<file path="src/logic/rg_axi_pkg.sv">
/*
 * AXI read-channel field types seen by the read guard.
 * Imported by every guard module that handles addresses, IDs or burst lengths.
 */

`default_nettype none

package rg_axi_pkg;

  // Read transaction ID
  typedef logic [3:0] axi_id_t;

  // Read address
  typedef logic [31:0] axi_addr_t;

  // Burst length field, beats = len + 1
  typedef logic [7:0] axi_len_t;

endpackage

`default_nettype wire

</file>
<file path="src/logic/rg_guard_pkg.sv">
/*
 * Guard-internal types: tick counts, budgets, phase and error cause encodings,
 * plus the default configuration used by the top level.
 */

`default_nettype none

package rg_guard_pkg;

  // Prescaler ticks, shared by budgets, counters and latencies
  typedef logic [11:0] tick_cnt_t;

  // Per-beat budget scaled by the beat count
  typedef logic [19:0] burst_budget_t;

  // Phase of the transaction at the head of the queue
  typedef enum logic [1:0] {
    PHASE_IDLE,
    PHASE_WAIT_FIRST,
    PHASE_IN_BURST
  } txn_phase_e;

  // Reason for an error report
  typedef enum logic [2:0] {
    CAUSE_NONE,
    CAUSE_AR_STALL,
    CAUSE_FIRST_LATE,
    CAUSE_BURST_LATE,
    CAUSE_UNWANTED,
    CAUSE_OVERFLOW
  } err_cause_e;

  // Default queue depth and clock cycles per tick
  localparam int unsigned DefMaxTxns      = 4;
  localparam int unsigned DefPrescalerDiv = 4;

endpackage

`default_nettype wire

</file>
<file path="src/logic/rg_tick_timer.sv">
/*
 * Prescaled time base of the read guard. Counts ticks of an address stall
 * and ticks spent in the current phase of the head transaction.
 */

`default_nettype none

module rg_tick_timer #(
  parameter int unsigned PrescalerDiv = rg_guard_pkg::DefPrescalerDiv
) (
  input  logic                    clk_i,
  input  logic                    rst_ni,
  input  logic                    ar_valid_i,
  input  logic                    ar_ready_i,
  input  logic                    phase_clr_i,
  output rg_guard_pkg::tick_cnt_t ar_stall_cnt_o,
  output rg_guard_pkg::tick_cnt_t phase_cnt_o
);
  import rg_guard_pkg::*;

  localparam int unsigned DivW = $clog2(PrescalerDiv);

  logic [DivW-1:0] div_q;
  logic            tick;
  logic            ar_stall;
  tick_cnt_t       ar_stall_cnt_q;
  tick_cnt_t       phase_cnt_q;

  // One tick in the last cycle of every divider period
  assign tick     = (div_q == DivW'(PrescalerDiv - 1));
  assign ar_stall = ar_valid_i && !ar_ready_i;

  always_ff @(posedge clk_i or negedge rst_ni) begin
    if (!rst_ni) begin
      div_q          <= '0;
      ar_stall_cnt_q <= '0;
      phase_cnt_q    <= '0;
    end else begin
      div_q <= tick ? '0 : div_q + 1'b1;

      // Stall count only lives as long as the stall itself
      if (!ar_stall) begin
        ar_stall_cnt_q <= '0;
      end else if (tick && (ar_stall_cnt_q != '1)) begin
        ar_stall_cnt_q <= ar_stall_cnt_q + 1'b1;
      end

      // Restarted on every phase entry, saturates at full scale
      if (phase_clr_i) begin
        phase_cnt_q <= '0;
      end else if (tick && (phase_cnt_q != '1)) begin
        phase_cnt_q <= phase_cnt_q + 1'b1;
      end
    end
  end

  assign ar_stall_cnt_o = ar_stall_cnt_q;
  assign phase_cnt_o    = phase_cnt_q;

endmodule

`default_nettype wire

</file>
<file path="src/logic/rg_txn_queue.sv">
/*
 * In-order queue of accepted read addresses. The oldest entry is presented
 * to the phase FSM, which pops it when its burst completes.
 */

`default_nettype none

module rg_txn_queue #(
  parameter int unsigned MaxTxns = 4
) (
  input  logic                  clk_i,
  input  logic                  rst_ni,
  input  logic                  ar_valid_i,
  input  logic                  ar_ready_i,
  input  rg_axi_pkg::axi_id_t   ar_id_i,
  input  rg_axi_pkg::axi_addr_t ar_addr_i,
  input  rg_axi_pkg::axi_len_t  ar_len_i,
  input  logic                  pop_i,
  input  logic                  flush_i,
  output logic                  head_valid_o,
  output rg_axi_pkg::axi_id_t   head_id_o,
  output rg_axi_pkg::axi_addr_t head_addr_o,
  output rg_axi_pkg::axi_len_t  head_len_o,
  output logic                  overflow_o
);
  import rg_axi_pkg::*;

  localparam int unsigned PtrW = $clog2(MaxTxns);
  localparam int unsigned CntW = $clog2(MaxTxns + 1);

  axi_id_t   id_mem   [MaxTxns];
  axi_addr_t addr_mem [MaxTxns];
  axi_len_t  len_mem  [MaxTxns];

  logic [PtrW-1:0] wr_ptr_q;
  logic [PtrW-1:0] rd_ptr_q;
  logic [CntW-1:0] count_q;
  logic            accept;
  logic            full;
  logic            push;
  logic            pop;

  assign accept = ar_valid_i && ar_ready_i;
  assign full   = (count_q == CntW'(MaxTxns));
  assign push   = accept && !full;
  assign pop    = pop_i && (count_q != '0);

  // A read seen while full is dropped and flagged
  assign overflow_o = accept && full;

  always_ff @(posedge clk_i or negedge rst_ni) begin
    if (!rst_ni) begin
      wr_ptr_q <= '0;
      rd_ptr_q <= '0;
      count_q  <= '0;
    end else if (flush_i) begin
      wr_ptr_q <= '0;
      rd_ptr_q <= '0;
      count_q  <= '0;
    end else begin
      if (push) begin
        wr_ptr_q <= (wr_ptr_q == PtrW'(MaxTxns - 1)) ? '0 : wr_ptr_q + 1'b1;
      end
      if (pop) begin
        rd_ptr_q <= (rd_ptr_q == PtrW'(MaxTxns - 1)) ? '0 : rd_ptr_q + 1'b1;
      end
      if (push && !pop) begin
        count_q <= count_q + 1'b1;
      end else if (pop && !push) begin
        count_q <= count_q - 1'b1;
      end
    end
  end

  // Entry storage
  always_ff @(posedge clk_i) begin
    if (push) begin
      id_mem[wr_ptr_q]   <= ar_id_i;
      addr_mem[wr_ptr_q] <= ar_addr_i;
      len_mem[wr_ptr_q]  <= ar_len_i;
    end
  end

  assign head_valid_o = (count_q != '0);
  assign head_id_o    = id_mem[rd_ptr_q];
  assign head_addr_o  = addr_mem[rd_ptr_q];
  assign head_len_o   = len_mem[rd_ptr_q];

endmodule

`default_nettype wire

</file>
<file path="src/logic/rg_txn_fsm.sv">
/*
 * Follows the head read through its first-data and burst phases, checks the
 * tick counts against the budgets and selects one error cause per cycle.
 */

`default_nettype none

module rg_txn_fsm (
  input  logic                     clk_i,
  input  logic                     rst_ni,
  input  logic                     head_valid_i,
  input  rg_axi_pkg::axi_id_t      head_id_i,
  input  rg_axi_pkg::axi_addr_t    head_addr_i,
  input  rg_axi_pkg::axi_len_t     head_len_i,
  input  logic                     ar_valid_i,
  input  logic                     ar_ready_i,
  input  rg_axi_pkg::axi_addr_t    ar_addr_i,
  input  rg_axi_pkg::axi_id_t      ar_id_i,
  input  logic                     r_valid_i,
  input  logic                     r_ready_i,
  input  logic                     r_last_i,
  input  rg_axi_pkg::axi_id_t      r_id_i,
  input  logic                     overflow_i,
  input  rg_guard_pkg::tick_cnt_t  ar_stall_cnt_i,
  input  rg_guard_pkg::tick_cnt_t  phase_cnt_i,
  input  rg_guard_pkg::tick_cnt_t  budget_ar_i,
  input  rg_guard_pkg::tick_cnt_t  budget_first_i,
  input  rg_guard_pkg::tick_cnt_t  budget_beat_i,
  output logic                     pop_o,
  output logic                     flush_o,
  output logic                     phase_clr_o,
  output logic                     err_valid_o,
  output rg_guard_pkg::err_cause_e err_cause_o,
  output rg_axi_pkg::axi_addr_t    err_addr_o,
  output rg_axi_pkg::axi_id_t      err_id_o,
  output logic                     lat_valid_o,
  output rg_guard_pkg::tick_cnt_t  lat_first_o,
  output rg_guard_pkg::tick_cnt_t  lat_burst_o
);
  import rg_axi_pkg::*;
  import rg_guard_pkg::*;

  txn_phase_e                phase_q, phase_d;
  tick_cnt_t                 first_lat_q;
  tick_cnt_t                 cur_cnt;
  logic [$bits(axi_len_t):0] beats;
  burst_budget_t             burst_budget;
  logic beat, waiting, in_burst, first_now, complete;
  logic ar_stall_late, unwanted, first_late, burst_late;

  assign beat     = r_valid_i && r_ready_i;
  assign in_burst = (phase_q == PHASE_IN_BURST);
  // A fresh head in IDLE already waits for data, with nothing counted yet
  assign waiting  = (phase_q == PHASE_WAIT_FIRST) || ((phase_q == PHASE_IDLE) && head_valid_i);
  assign cur_cnt  = (phase_q == PHASE_IDLE) ? '0 : phase_cnt_i;

  assign first_now = waiting && r_valid_i;
  assign unwanted  = beat && (!head_valid_i || (r_id_i != head_id_i));
  assign complete  = beat && r_last_i && !unwanted && (waiting || in_burst);

  assign beats        = $bits(beats)'(head_len_i) + 1'b1;
  assign burst_budget = burst_budget_t'(budget_beat_i) * burst_budget_t'(beats);

  // Budget checks
  assign ar_stall_late = ar_valid_i && !ar_ready_i && (ar_stall_cnt_i > budget_ar_i);
  assign first_late    = waiting && (cur_cnt > budget_first_i);
  assign burst_late    = in_burst && (burst_budget_t'(phase_cnt_i) > burst_budget);

  assign err_valid_o = overflow_i || ar_stall_late || unwanted || first_late || burst_late;
  assign flush_o     = err_valid_o;
  assign pop_o       = complete && !err_valid_o;

  // One cause per cycle, highest priority first
  always_comb begin
    err_cause_o = CAUSE_NONE;
    err_addr_o  = '0;
    err_id_o    = '0;
    if (overflow_i) begin
      err_cause_o = CAUSE_OVERFLOW;
      err_addr_o  = ar_addr_i;
      err_id_o    = ar_id_i;
    end else if (ar_stall_late) begin
      err_cause_o = CAUSE_AR_STALL;
      err_addr_o  = ar_addr_i;
      err_id_o    = ar_id_i;
    end else if (unwanted) begin
      err_cause_o = CAUSE_UNWANTED;
      err_id_o    = r_id_i;
    end else if (first_late || burst_late) begin
      err_cause_o = first_late ? CAUSE_FIRST_LATE : CAUSE_BURST_LATE;
      err_addr_o  = head_addr_i;
      err_id_o    = head_id_i;
    end
  end

  always_comb begin
    phase_d = phase_q;
    if (flush_o || complete) begin
      phase_d = PHASE_IDLE;
    end else if (first_now) begin
      phase_d = PHASE_IN_BURST;
    end else if ((phase_q == PHASE_IDLE) && head_valid_i) begin
      phase_d = PHASE_WAIT_FIRST;
    end
  end

  // Phase count restarts on every phase change
  assign phase_clr_o = (phase_d != phase_q);

  always_ff @(posedge clk_i or negedge rst_ni) begin
    if (!rst_ni) begin
      phase_q <= PHASE_IDLE;
    end else begin
      phase_q <= phase_d;
    end
  end

  always_ff @(posedge clk_i) begin
    if (first_now) begin
      first_lat_q <= cur_cnt;
    end
  end

  assign lat_valid_o = pop_o;
  assign lat_first_o = in_burst ? first_lat_q : cur_cnt;
  assign lat_burst_o = in_burst ? phase_cnt_i : '0;

endmodule

`default_nettype wire

</file>
<file path="src/logic/rg_status_regs.sv">
/*
 * Error record and completion report of the read guard. Keeps the first
 * error until it is cleared, and the latencies of the last completed read.
 */

`default_nettype none

module rg_status_regs (
  input  logic                     clk_i,
  input  logic                     rst_ni,
  input  logic                     reset_clear_i,
  input  logic                     err_valid_i,
  input  rg_guard_pkg::err_cause_e err_cause_i,
  input  rg_axi_pkg::axi_addr_t    err_addr_i,
  input  rg_axi_pkg::axi_id_t      err_id_i,
  input  logic                     lat_valid_i,
  input  rg_guard_pkg::tick_cnt_t  lat_first_i,
  input  rg_guard_pkg::tick_cnt_t  lat_burst_i,
  output logic                     irq_o,
  output logic                     reset_req_o,
  output rg_guard_pkg::err_cause_e err_cause_o,
  output rg_axi_pkg::axi_addr_t    err_addr_o,
  output rg_axi_pkg::axi_id_t      err_id_o,
  output logic                     lat_valid_o,
  output rg_guard_pkg::tick_cnt_t  lat_first_o,
  output rg_guard_pkg::tick_cnt_t  lat_burst_o
);
  import rg_axi_pkg::*;
  import rg_guard_pkg::*;

  logic       err_held_q;
  logic       capture;
  err_cause_e cause_q;
  axi_addr_t  addr_q;
  axi_id_t    id_q;
  logic       lat_valid_q;
  tick_cnt_t  lat_first_q;
  tick_cnt_t  lat_burst_q;

  // Only the first report after a clear is kept
  assign capture = err_valid_i && !err_held_q && !reset_clear_i;

  always_ff @(posedge clk_i or negedge rst_ni) begin
    if (!rst_ni) begin
      err_held_q  <= 1'b0;
      cause_q     <= CAUSE_NONE;
      lat_valid_q <= 1'b0;
    end else begin
      if (reset_clear_i) begin
        err_held_q <= 1'b0;
      end else if (capture) begin
        err_held_q <= 1'b1;
        cause_q    <= err_cause_i;
      end
      lat_valid_q <= lat_valid_i;
    end
  end

  always_ff @(posedge clk_i) begin
    if (capture) begin
      addr_q <= err_addr_i;
      id_q   <= err_id_i;
    end
    if (lat_valid_i) begin
      lat_first_q <= lat_first_i;
      lat_burst_q <= lat_burst_i;
    end
  end

  assign irq_o       = err_held_q;
  assign reset_req_o = err_held_q;
  assign err_cause_o = cause_q;
  assign err_addr_o  = addr_q;
  assign err_id_o    = id_q;
  assign lat_valid_o = lat_valid_q;
  assign lat_first_o = lat_first_q;
  assign lat_burst_o = lat_burst_q;

endmodule

`default_nettype wire

</file>
<file path="src/logic/rg_read_guard.sv">
/*
 * AXI read-channel guard, top level. Observes the AR and R channels, times
 * each read against the budget inputs and raises irq and reset request.
 */

`default_nettype none

module rg_read_guard #(
  parameter int unsigned MaxTxns      = rg_guard_pkg::DefMaxTxns,
  parameter int unsigned PrescalerDiv = rg_guard_pkg::DefPrescalerDiv
) (
  input  logic                     clk_i,
  input  logic                     rst_ni,
  // Address channel
  input  logic                     ar_valid_i,
  input  logic                     ar_ready_i,
  input  rg_axi_pkg::axi_id_t      ar_id_i,
  input  rg_axi_pkg::axi_addr_t    ar_addr_i,
  input  rg_axi_pkg::axi_len_t     ar_len_i,
  // Read data channel
  input  logic                     r_valid_i,
  input  logic                     r_ready_i,
  input  rg_axi_pkg::axi_id_t      r_id_i,
  input  logic                     r_last_i,
  // Budgets in prescaler ticks
  input  rg_guard_pkg::tick_cnt_t  budget_ar_i,
  input  rg_guard_pkg::tick_cnt_t  budget_first_i,
  input  rg_guard_pkg::tick_cnt_t  budget_beat_i,
  input  logic                     reset_clear_i,
  output logic                     irq_o,
  output logic                     reset_req_o,
  output rg_guard_pkg::err_cause_e err_cause_o,
  output rg_axi_pkg::axi_addr_t    err_addr_o,
  output rg_axi_pkg::axi_id_t      err_id_o,
  output logic                     lat_valid_o,
  output rg_guard_pkg::tick_cnt_t  lat_first_o,
  output rg_guard_pkg::tick_cnt_t  lat_burst_o
);
  import rg_axi_pkg::*;
  import rg_guard_pkg::*;

  tick_cnt_t  ar_stall_cnt, phase_cnt;
  logic       phase_clr, pop, flush, overflow;
  logic       head_valid;
  axi_id_t    head_id;
  axi_addr_t  head_addr;
  axi_len_t   head_len;
  logic       err_valid, lat_valid;
  err_cause_e err_cause;
  axi_addr_t  err_addr;
  axi_id_t    err_id;
  tick_cnt_t  lat_first, lat_burst;

  rg_tick_timer #(.PrescalerDiv(PrescalerDiv)) i_tick_timer (
    .clk_i, .rst_ni, .ar_valid_i, .ar_ready_i,
    .phase_clr_i    (phase_clr),
    .ar_stall_cnt_o (ar_stall_cnt),
    .phase_cnt_o    (phase_cnt)
  );

  rg_txn_queue #(.MaxTxns(MaxTxns)) i_txn_queue (
    .clk_i, .rst_ni, .ar_valid_i, .ar_ready_i, .ar_id_i, .ar_addr_i, .ar_len_i,
    .pop_i        (pop),
    .flush_i      (flush),
    .head_valid_o (head_valid),
    .head_id_o    (head_id),
    .head_addr_o  (head_addr),
    .head_len_o   (head_len),
    .overflow_o   (overflow)
  );

  rg_txn_fsm i_txn_fsm (
    .clk_i, .rst_ni, .ar_valid_i, .ar_ready_i, .ar_addr_i, .ar_id_i,
    .r_valid_i, .r_ready_i, .r_last_i, .r_id_i,
    .budget_ar_i, .budget_first_i, .budget_beat_i,
    .head_valid_i (head_valid), .head_id_i (head_id),
    .head_addr_i  (head_addr), .head_len_i (head_len),
    .overflow_i   (overflow), .ar_stall_cnt_i (ar_stall_cnt), .phase_cnt_i (phase_cnt),
    .pop_o        (pop), .flush_o (flush), .phase_clr_o (phase_clr),
    .err_valid_o  (err_valid), .err_cause_o (err_cause),
    .err_addr_o   (err_addr), .err_id_o (err_id),
    .lat_valid_o  (lat_valid), .lat_first_o (lat_first), .lat_burst_o (lat_burst)
  );

  rg_status_regs i_status_regs (
    .clk_i, .rst_ni, .reset_clear_i,
    .err_valid_i (err_valid), .err_cause_i (err_cause),
    .err_addr_i  (err_addr), .err_id_i (err_id),
    .lat_valid_i (lat_valid), .lat_first_i (lat_first), .lat_burst_i (lat_burst),
    .irq_o, .reset_req_o, .err_cause_o, .err_addr_o, .err_id_o,
    .lat_valid_o, .lat_first_o, .lat_burst_o
  );

endmodule

`default_nettype wire

</file>
<file path="config.mk">
export PLATFORM = sky130hd
export DESIGN_NAME = rg_read_guard
export DESIGN_NICKNAME = d
export VERILOG_FILES = /design/src/logic/rg_axi_pkg.sv /design/src/logic/rg_guard_pkg.sv /design/src/logic/rg_tick_timer.sv /design/src/logic/rg_txn_queue.sv /design/src/logic/rg_txn_fsm.sv /design/src/logic/rg_status_regs.sv /design/src/logic/rg_read_guard.sv
export SDC_FILE = /design/constraint.sdc
export NUM_CORES = 1
export LEC_CHECK = 0
export BUFFER_PORTS_ARGS = -buffer_cell sky130_fd_sc_hd__buf_2
export CAP_MARGIN = 15
export CORE_MARGIN = 1
export CORE_UTILIZATION = 29
export DETAILED_ROUTE_END_ITERATION = 16
export PLACE_DENSITY_LB_ADDON = 0.08
export SLEW_MARGIN = 10
export SYNTH_ARGS = -nofsm -noshare
export SYNTH_HDL_FRONTEND = slang
export SYNTH_SLANG_ARGS = --single-unit
</file>
<file path="constraint.sdc">
create_clock -name clk_i -period 10.3 [get_ports clk_i]
set_clock_uncertainty 0.1 [all_clocks]
set_input_delay 1.545 -clock clk_i [delete_from_list [all_inputs] [get_ports clk_i]]
set_output_delay 1.545 -clock clk_i [all_outputs]
set_load 0.05 [all_outputs]
</file>
# Yosys cells after proc, flatten, opt, wreduce, memory -nomap -nowiden
# Memories as Yosys holds them, arrays and structs flattened.
# Index checks and enable logic that the tools add are counted.
# totals
word_cells,126
regBits,112
input_bits,92
out_inout_bits,66
ramBits,176
mem_count,3
# classes
eq_ne,11
n_reduce_logical,48
add_sub_neg,8
multipliers,1
bitwise,1
magnitude_cmp,3
n_mux,36
# mem_list
name,words,word_bits,rd,rd_ports_with_merged_regs,write_ports,line_no,rtl
i_txn_queue.addr_mem,4,32,1,0,1,rg_txn_queue.sv:32,axi_addr_t addr_mem [MaxTxns];
i_txn_queue.len_mem,4,8,1,0,1,rg_txn_queue.sv:33,axi_len_t len_mem [MaxTxns];
i_txn_queue.id_mem,4,4,1,0,1,rg_txn_queue.sv:31,axi_id_t id_mem [MaxTxns];
# op_table
cell,n
32-bit 2-to-1 mux,4
12-bit 2-to-1 mux,6
12-bit by 1-bit adder with 12-bit output (second input constant),2
12-bit greater-than comparator,2
12-bit != test (second input constant),2
1-bit logical AND,22
3-bit 2-to-1 mux,7
12-bit by 20-bit greater-than comparator with 1-bit output,1
12-bit by 9-bit multiplier with 20-bit output,1
2-bit 2-to-1 mux,10
4-bit 2-to-1 mux,4
8-bit by 1-bit adder with 9-bit output (second input constant),1
1-bit zero test,9
1-bit logical OR,9
2-bit == test (second input constant),4
2-bit nonzero test,4
2-bit by 1-bit adder with 2-bit output (second input constant),3
3-bit nonzero test,2
1-bit 2-to-1 mux,5
4-bit != test,1
3-bit by 1-bit adder with 3-bit output (second input constant),1
3-bit == test (second input constant),1
3-bit by 1-bit subtractor with 3-bit output (second input constant),1
2-bit by 1-bit == test with 1-bit output (second input constant),1
5 further kinds,5

# Depth between registers and ports, before layout
# logic_depth
depth_word,14
mapped_depth,41
mapped_depth_nobuf,39

# Modules after synthesis
# A second synthesis with hierarchy kept.
# hier_totals
hier_cells,1276
area_unflattened_um2,16435.8
# by_module_without_submodules
mod,area_per_inst_um2,cells_each,instances,seq_area_each_um2
rg_txn_queue,6819.0,282,1,5460.2
rg_txn_fsm,6165.9,777,1,410.4
rg_status_regs,1994.4,72,1,1926.8
rg_tick_timer,1456.4,145,1,650.6

# Worst setup path before layout
# OpenSTA, ideal clock, no wires.
# synth_timing
path_type,flip-flop to flip-flop
start,reg i_txn_queue.rd_ptr_q[0]
end,"reg i_status_regs.addr_q[0] (netlist: i_status_regs.err_addr_o[0]), enable pin"
path_slack_ps,-29
required_ps,9716
setup_ps,484
n_path_buf,3
arrival_time_ps,9744
synth_period_minus_slack_ps,10329
stages_incl_launch_ff,34
cell_sequence,dfrtp_1 > buf_4 > buf_1 > o21ai_0 > inv_1 > ha_1 > nand2_1 > o22ai_1 > nand3_1 > xnor2_1 > clkbuf_1 > nand2_1 > fa_1 > fa_1 > inv_1 > fa_1 > inv_1 > fa_1 > inv_1 > ha_1 > o211ai_1 > o21ai_0 > nand3_1 > and2_1 > xor2_1 > ha_1 > and4_1 > nand2_1 > a21oi_1 > a2111o_1 > nand4_1 > nor4_1 > nor2_1 > a21boi_0
# synth_via
elab_chain_cells,9
elab_cells_between_ends,14
# synth_rtl
element,line_no,rtl
from (decl),rg_txn_queue.sv:36,logic [PtrW-1:0] rd_ptr_q;
from (signal assigned),rg_txn_queue.sv:65,rd_ptr_q <= (rd_ptr_q == PtrW'(MaxTxns - 1)) ? '0 : rd_ptr_q + 1'b1;
branches (longest 6 deep; another with 12-bit by 9-bit multiplier with 20-bit output),-,
1-bit logical OR (*),rg_txn_fsm.sv:69,assign err_valid_o = overflow_i || ar_stall_late || unwanted || first_late || burst_late;
1-bit logical AND (*) (2 in series),rg_status_regs.sv:41,assign capture = err_valid_i && !err_held_q && !reset_clear_i;
net i_status_regs.capture,rg_status_regs.sv:32,logic capture;
to (signal assigned),rg_status_regs.sv:61,addr_q <= err_addr_i;
to (decl),rg_status_regs.sv:34,axi_addr_t addr_q;
# Mark *: on every way through the listed nets, which the timed path passes.
# A chain may end at the register's enable or synchronous reset.

# Final worst setup path
# layout_timing
start,reg i_txn_queue.rd_ptr_q[1]
end,"reg i_status_regs.addr_q[20] (netlist: i_status_regs.err_addr_o[20]), data pin"
# layout_via
elab_chain_cells,10
elab_cells_between_ends,15
# layout_rtl
element,line_no,rtl
memory 4 x 8 bit,-,
8-bit by 1-bit adder with 9-bit output,rg_txn_fsm.sv:61,assign beats = $bits(beats)'(head_len_i) + 1'b1;
12-bit by 9-bit multiplier with 20-bit output,rg_txn_fsm.sv:62,assign burst_budget = burst_budget_t'(budget_beat_i) * burst_budget_t'(beats);
12-bit by 20-bit greater-than comparator with 1-bit output,rg_txn_fsm.sv:67,assign burst_late = in_burst && (burst_budget_t'(phase_cnt_i) > burst_budget);
1-bit logical AND,rg_txn_fsm.sv:67,
1-bit logical OR,rg_txn_fsm.sv:89,end else if (first_late || burst_late) begin
32-bit 2-to-1 mux,rg_txn_fsm.sv:89,
32-bit 2-to-1 mux (*),rg_txn_fsm.sv:86,end else if (unwanted) begin
32-bit 2-to-1 mux (*),rg_txn_fsm.sv:82,end else if (ar_stall_late) begin
32-bit 2-to-1 mux (*),rg_txn_fsm.sv:78,if (overflow_i) begin
net err_addr[20],rg_read_guard.sv:50,axi_addr_t err_addr;
# The timed path passes the listed nets; every way through them passes the cells marked *.

==> out/metrics.yaml <==
status: "complete, no violations"
cts_buffers: 35
slew_violations: 0
place_hpwl_um: 27300
period_share_pct: 89.8
die_area_um2: 55900
synth_warnings: 0
slowest_stage: "xnor2_1"
synth-main-ff-cell: "edfxtp_1"
ys_ff_latch: 288
grt_pass1_vias: 10500
postCtsSetupBuffers: 0
pwr-share-seq_pct: 29.4
drt-total-wl_um: 40100
clk_latency_ps: 560
switchingPower_mw: 1.84
core-area_um2: 54000
cap_viol_max_count: 0
regToRegStartpoint: "i_txn_queue.rd_ptr_q[1]"
antennaDiodeCount: 0
path_max_fanout: 24
ys_async_sr_fraction_pct: 13.9
drt_iter0_drc: 529
max-slew-margin-rel_pct: 38.1
track_usage_pct: 14.7
ctsHoldBuffers: 0
fmax_mhz: 108
crit_end: "i_status_regs.err_addr_o[20]"
grt_pass1_wl_um: 62800
drive_gt1_share_pct: 20.9
cp_data_arrival_time_ps: 9560
clkSinkCount: 288
hold_viol_final: 0
setup_viol: 0
syn_area_um2: 15900
cts_resized: 0
peakVddDrop_mv: 0.223
die_h_um: 236
grt_max_degree: 45
htree_levels: 2
avgRoutedWirePerCell_um: 19.3
pwr_density_cell_nw_per_um2: 261
pwr-share-comb_pct: 44.4
synth_cell_type_count: 54
synth_area_leader_cell: "edfxtp_1"
reg2regPathDepth: 33
end_kind: "flip-flop"
rows: 85
pwr-share-clk_pct: 26.2
clkTransAtPathRegs_ps: 60
vias: 9810
r2r_slack_ps: 1050
crit_path_max_incr_delay_ps: 770
postSynthCellCount: 1197
place_congestion: 0.748
synth_area_per_cell_um2: 13.3
hp-class: "reg2reg"
setup_tns_ps: 0
cts_tree: "yes"
switching_share_pct: 37.7
yosys-top-cells-count: "edfxtp_1 (248), inv_1 (137), nand2_1 (91)"
syn_to_final_growth_pct: 17.6
fin_cells: 2081
boundaryPins: 158
start_util_pct: 29.5
antenna_left: 0
p_int_mw: 3.05
r2r-end: "i_status_regs.err_addr_o[20]"
synth.top_cell.area_share_pct: 46.7
final.min_clock_period_ps: 9250
drc_errors: 0
cts_root_buf: "clkbuf_16"
synth-seq-area-share_pct: 53.0
synth_nets: 1445
dpl.cell_count: 2020
cp-startpoint: "i_txn_queue.rd_ptr_q[1]"
gr-total-overflow: 0
port_buffers: 157
nets: 1609
critPathLaunchType: "flip-flop"
clockBufferDepth: 3
vias_per_cell: 4.71
dr.pass1.iters: 4
worstSetupPathType: "reg2reg"
synth_edf_count: 248
tightest_slew_ps: 922
fillers: 5394
yosys-top-cells-area: "edfxtp_1 (47%), fa_1 (8.9%), ha_1 (6.7%)"
antenna_found_initial: 8
crit_required_ps: 10610
rsz0062_at_grt: "no"
die_w_um: 236
synth_most_common_cell: "edfxtp_1"
p_leak_nw: 7.56
metrics by stage:
stage	power (mW)	cell area, um^2	setup WS, ps	utilization, %	hold WS [ps]
final	4.89	18800	1050	34.7	327
after detailed placement	3.68	17600	968	32.5	322
after floorplan	3.07	15900	669	-	303
after CTS	5.00	18700	921	34.7	330
after global routing	5.32	18800	341	34.7	362
after global placement	3.68	17600	1020	32.5	314
cell type report:
type | count | area, um^2 | area share, %
sequential | 288 | 8450 | 45.1
inverter | 137 | 514 | 2.74
multi-input combinational | 724 | 6820 | 36.4
clock inverter | 17 | 268 | 1.43
tap | 696 | 871 | 4.64
timing repair buffer | 175 | 921 | 4.91
clock buffer | 44 | 910 | 4.85
critical path: cells and delay by family, from the launching register on:
family          cells  cell delay, ps
fa+ha+maj           7            2900
flops               1             510
compound gates      6            1080
mux                 1             260
xor+xnor            2             920
simple gates       11            2390
buf+inv             6             880
power groups by stage:
stage	Combinational, mW	Clock (mW)	Sequential [mW]
2_1_floorplan	1.61	0	1.46
3_3_place_gp	2.21	0	1.46
3_5_place_dp	2.21	0	1.47
4_1_cts	2.24	1.32	1.44
5_1_grt	2.51	1.36	1.45
6_report	2.17	1.28	1.44
layer usage:
layer  routed length [um]  vias up  global-route usage (%)
met1                17500     4970                    18.8
li1                     -     4610                       -
met2                20000      153                    24.9
met3                 1710       63                    3.40
met5                   85        -                       0
met4                  778       14                    3.80
cell usage in the layout, fill, tap and decap left out, drive strengths merged, types with 17 or more instances in the layout:
cell	netlist	layout
nand2b	18	18
inv	137	141
mux4	42	42
edfxtp	248	248
dfrtp	40	40
clkbuf	36	44
xor2	23	23
mux2i	23	23
fa	71	71
buf	12	175
nand2	91	91
o21ai	17	17
a32o	32	32
nor2	40	40
and2	41	41
xnor2	24	24
a21oi	30	30
ha	85	85
nor2b	51	51
worst min-delay path by stage:
stage                            end  cells past startpoint                  start
4_1_cts        i_tick_timer.div_q[0]                      1  i_tick_timer.div_q[0]
2_1_floorplan  i_tick_timer.div_q[0]                      1  i_tick_timer.div_q[0]
6_report       i_tick_timer.div_q[0]                      1  i_tick_timer.div_q[0]
5_1_grt        i_tick_timer.div_q[0]                      1  i_tick_timer.div_q[0]
3_5_place_dp   i_tick_timer.div_q[0]                      1  i_tick_timer.div_q[0]
3_3_place_gp   i_tick_timer.div_q[0]                      1  i_tick_timer.div_q[0]
sequential cells by signal, summed over array words and instances (netlist names), 4 cells and up:
name                         flops
i_txn_queue.addr_mem           128
i_tick_timer.ar_stall_cnt_o     12
i_status_regs.lat_first_o       12
i_status_regs.lat_burst_o       12
i_txn_queue.id_mem              16
i_txn_fsm.first_lat_q           12
i_status_regs.err_addr_o        32
i_status_regs.err_id_o           4
i_tick_timer.phase_cnt_o        12
i_txn_queue.len_mem             32
logic make-up after synthesis:
group	after synthesis	share of synthesized area, %
DFF	288	53.0
xor gates and xnor gates	47	2.58
adders and majority gates	156	15.6
AOI/OAI and AO/OA	142	6.72
and+or+nand+nor	312	10.1
muxes	67	7.52
buffers and inverters	185	4.51
(Power assumes the default switching activity.)
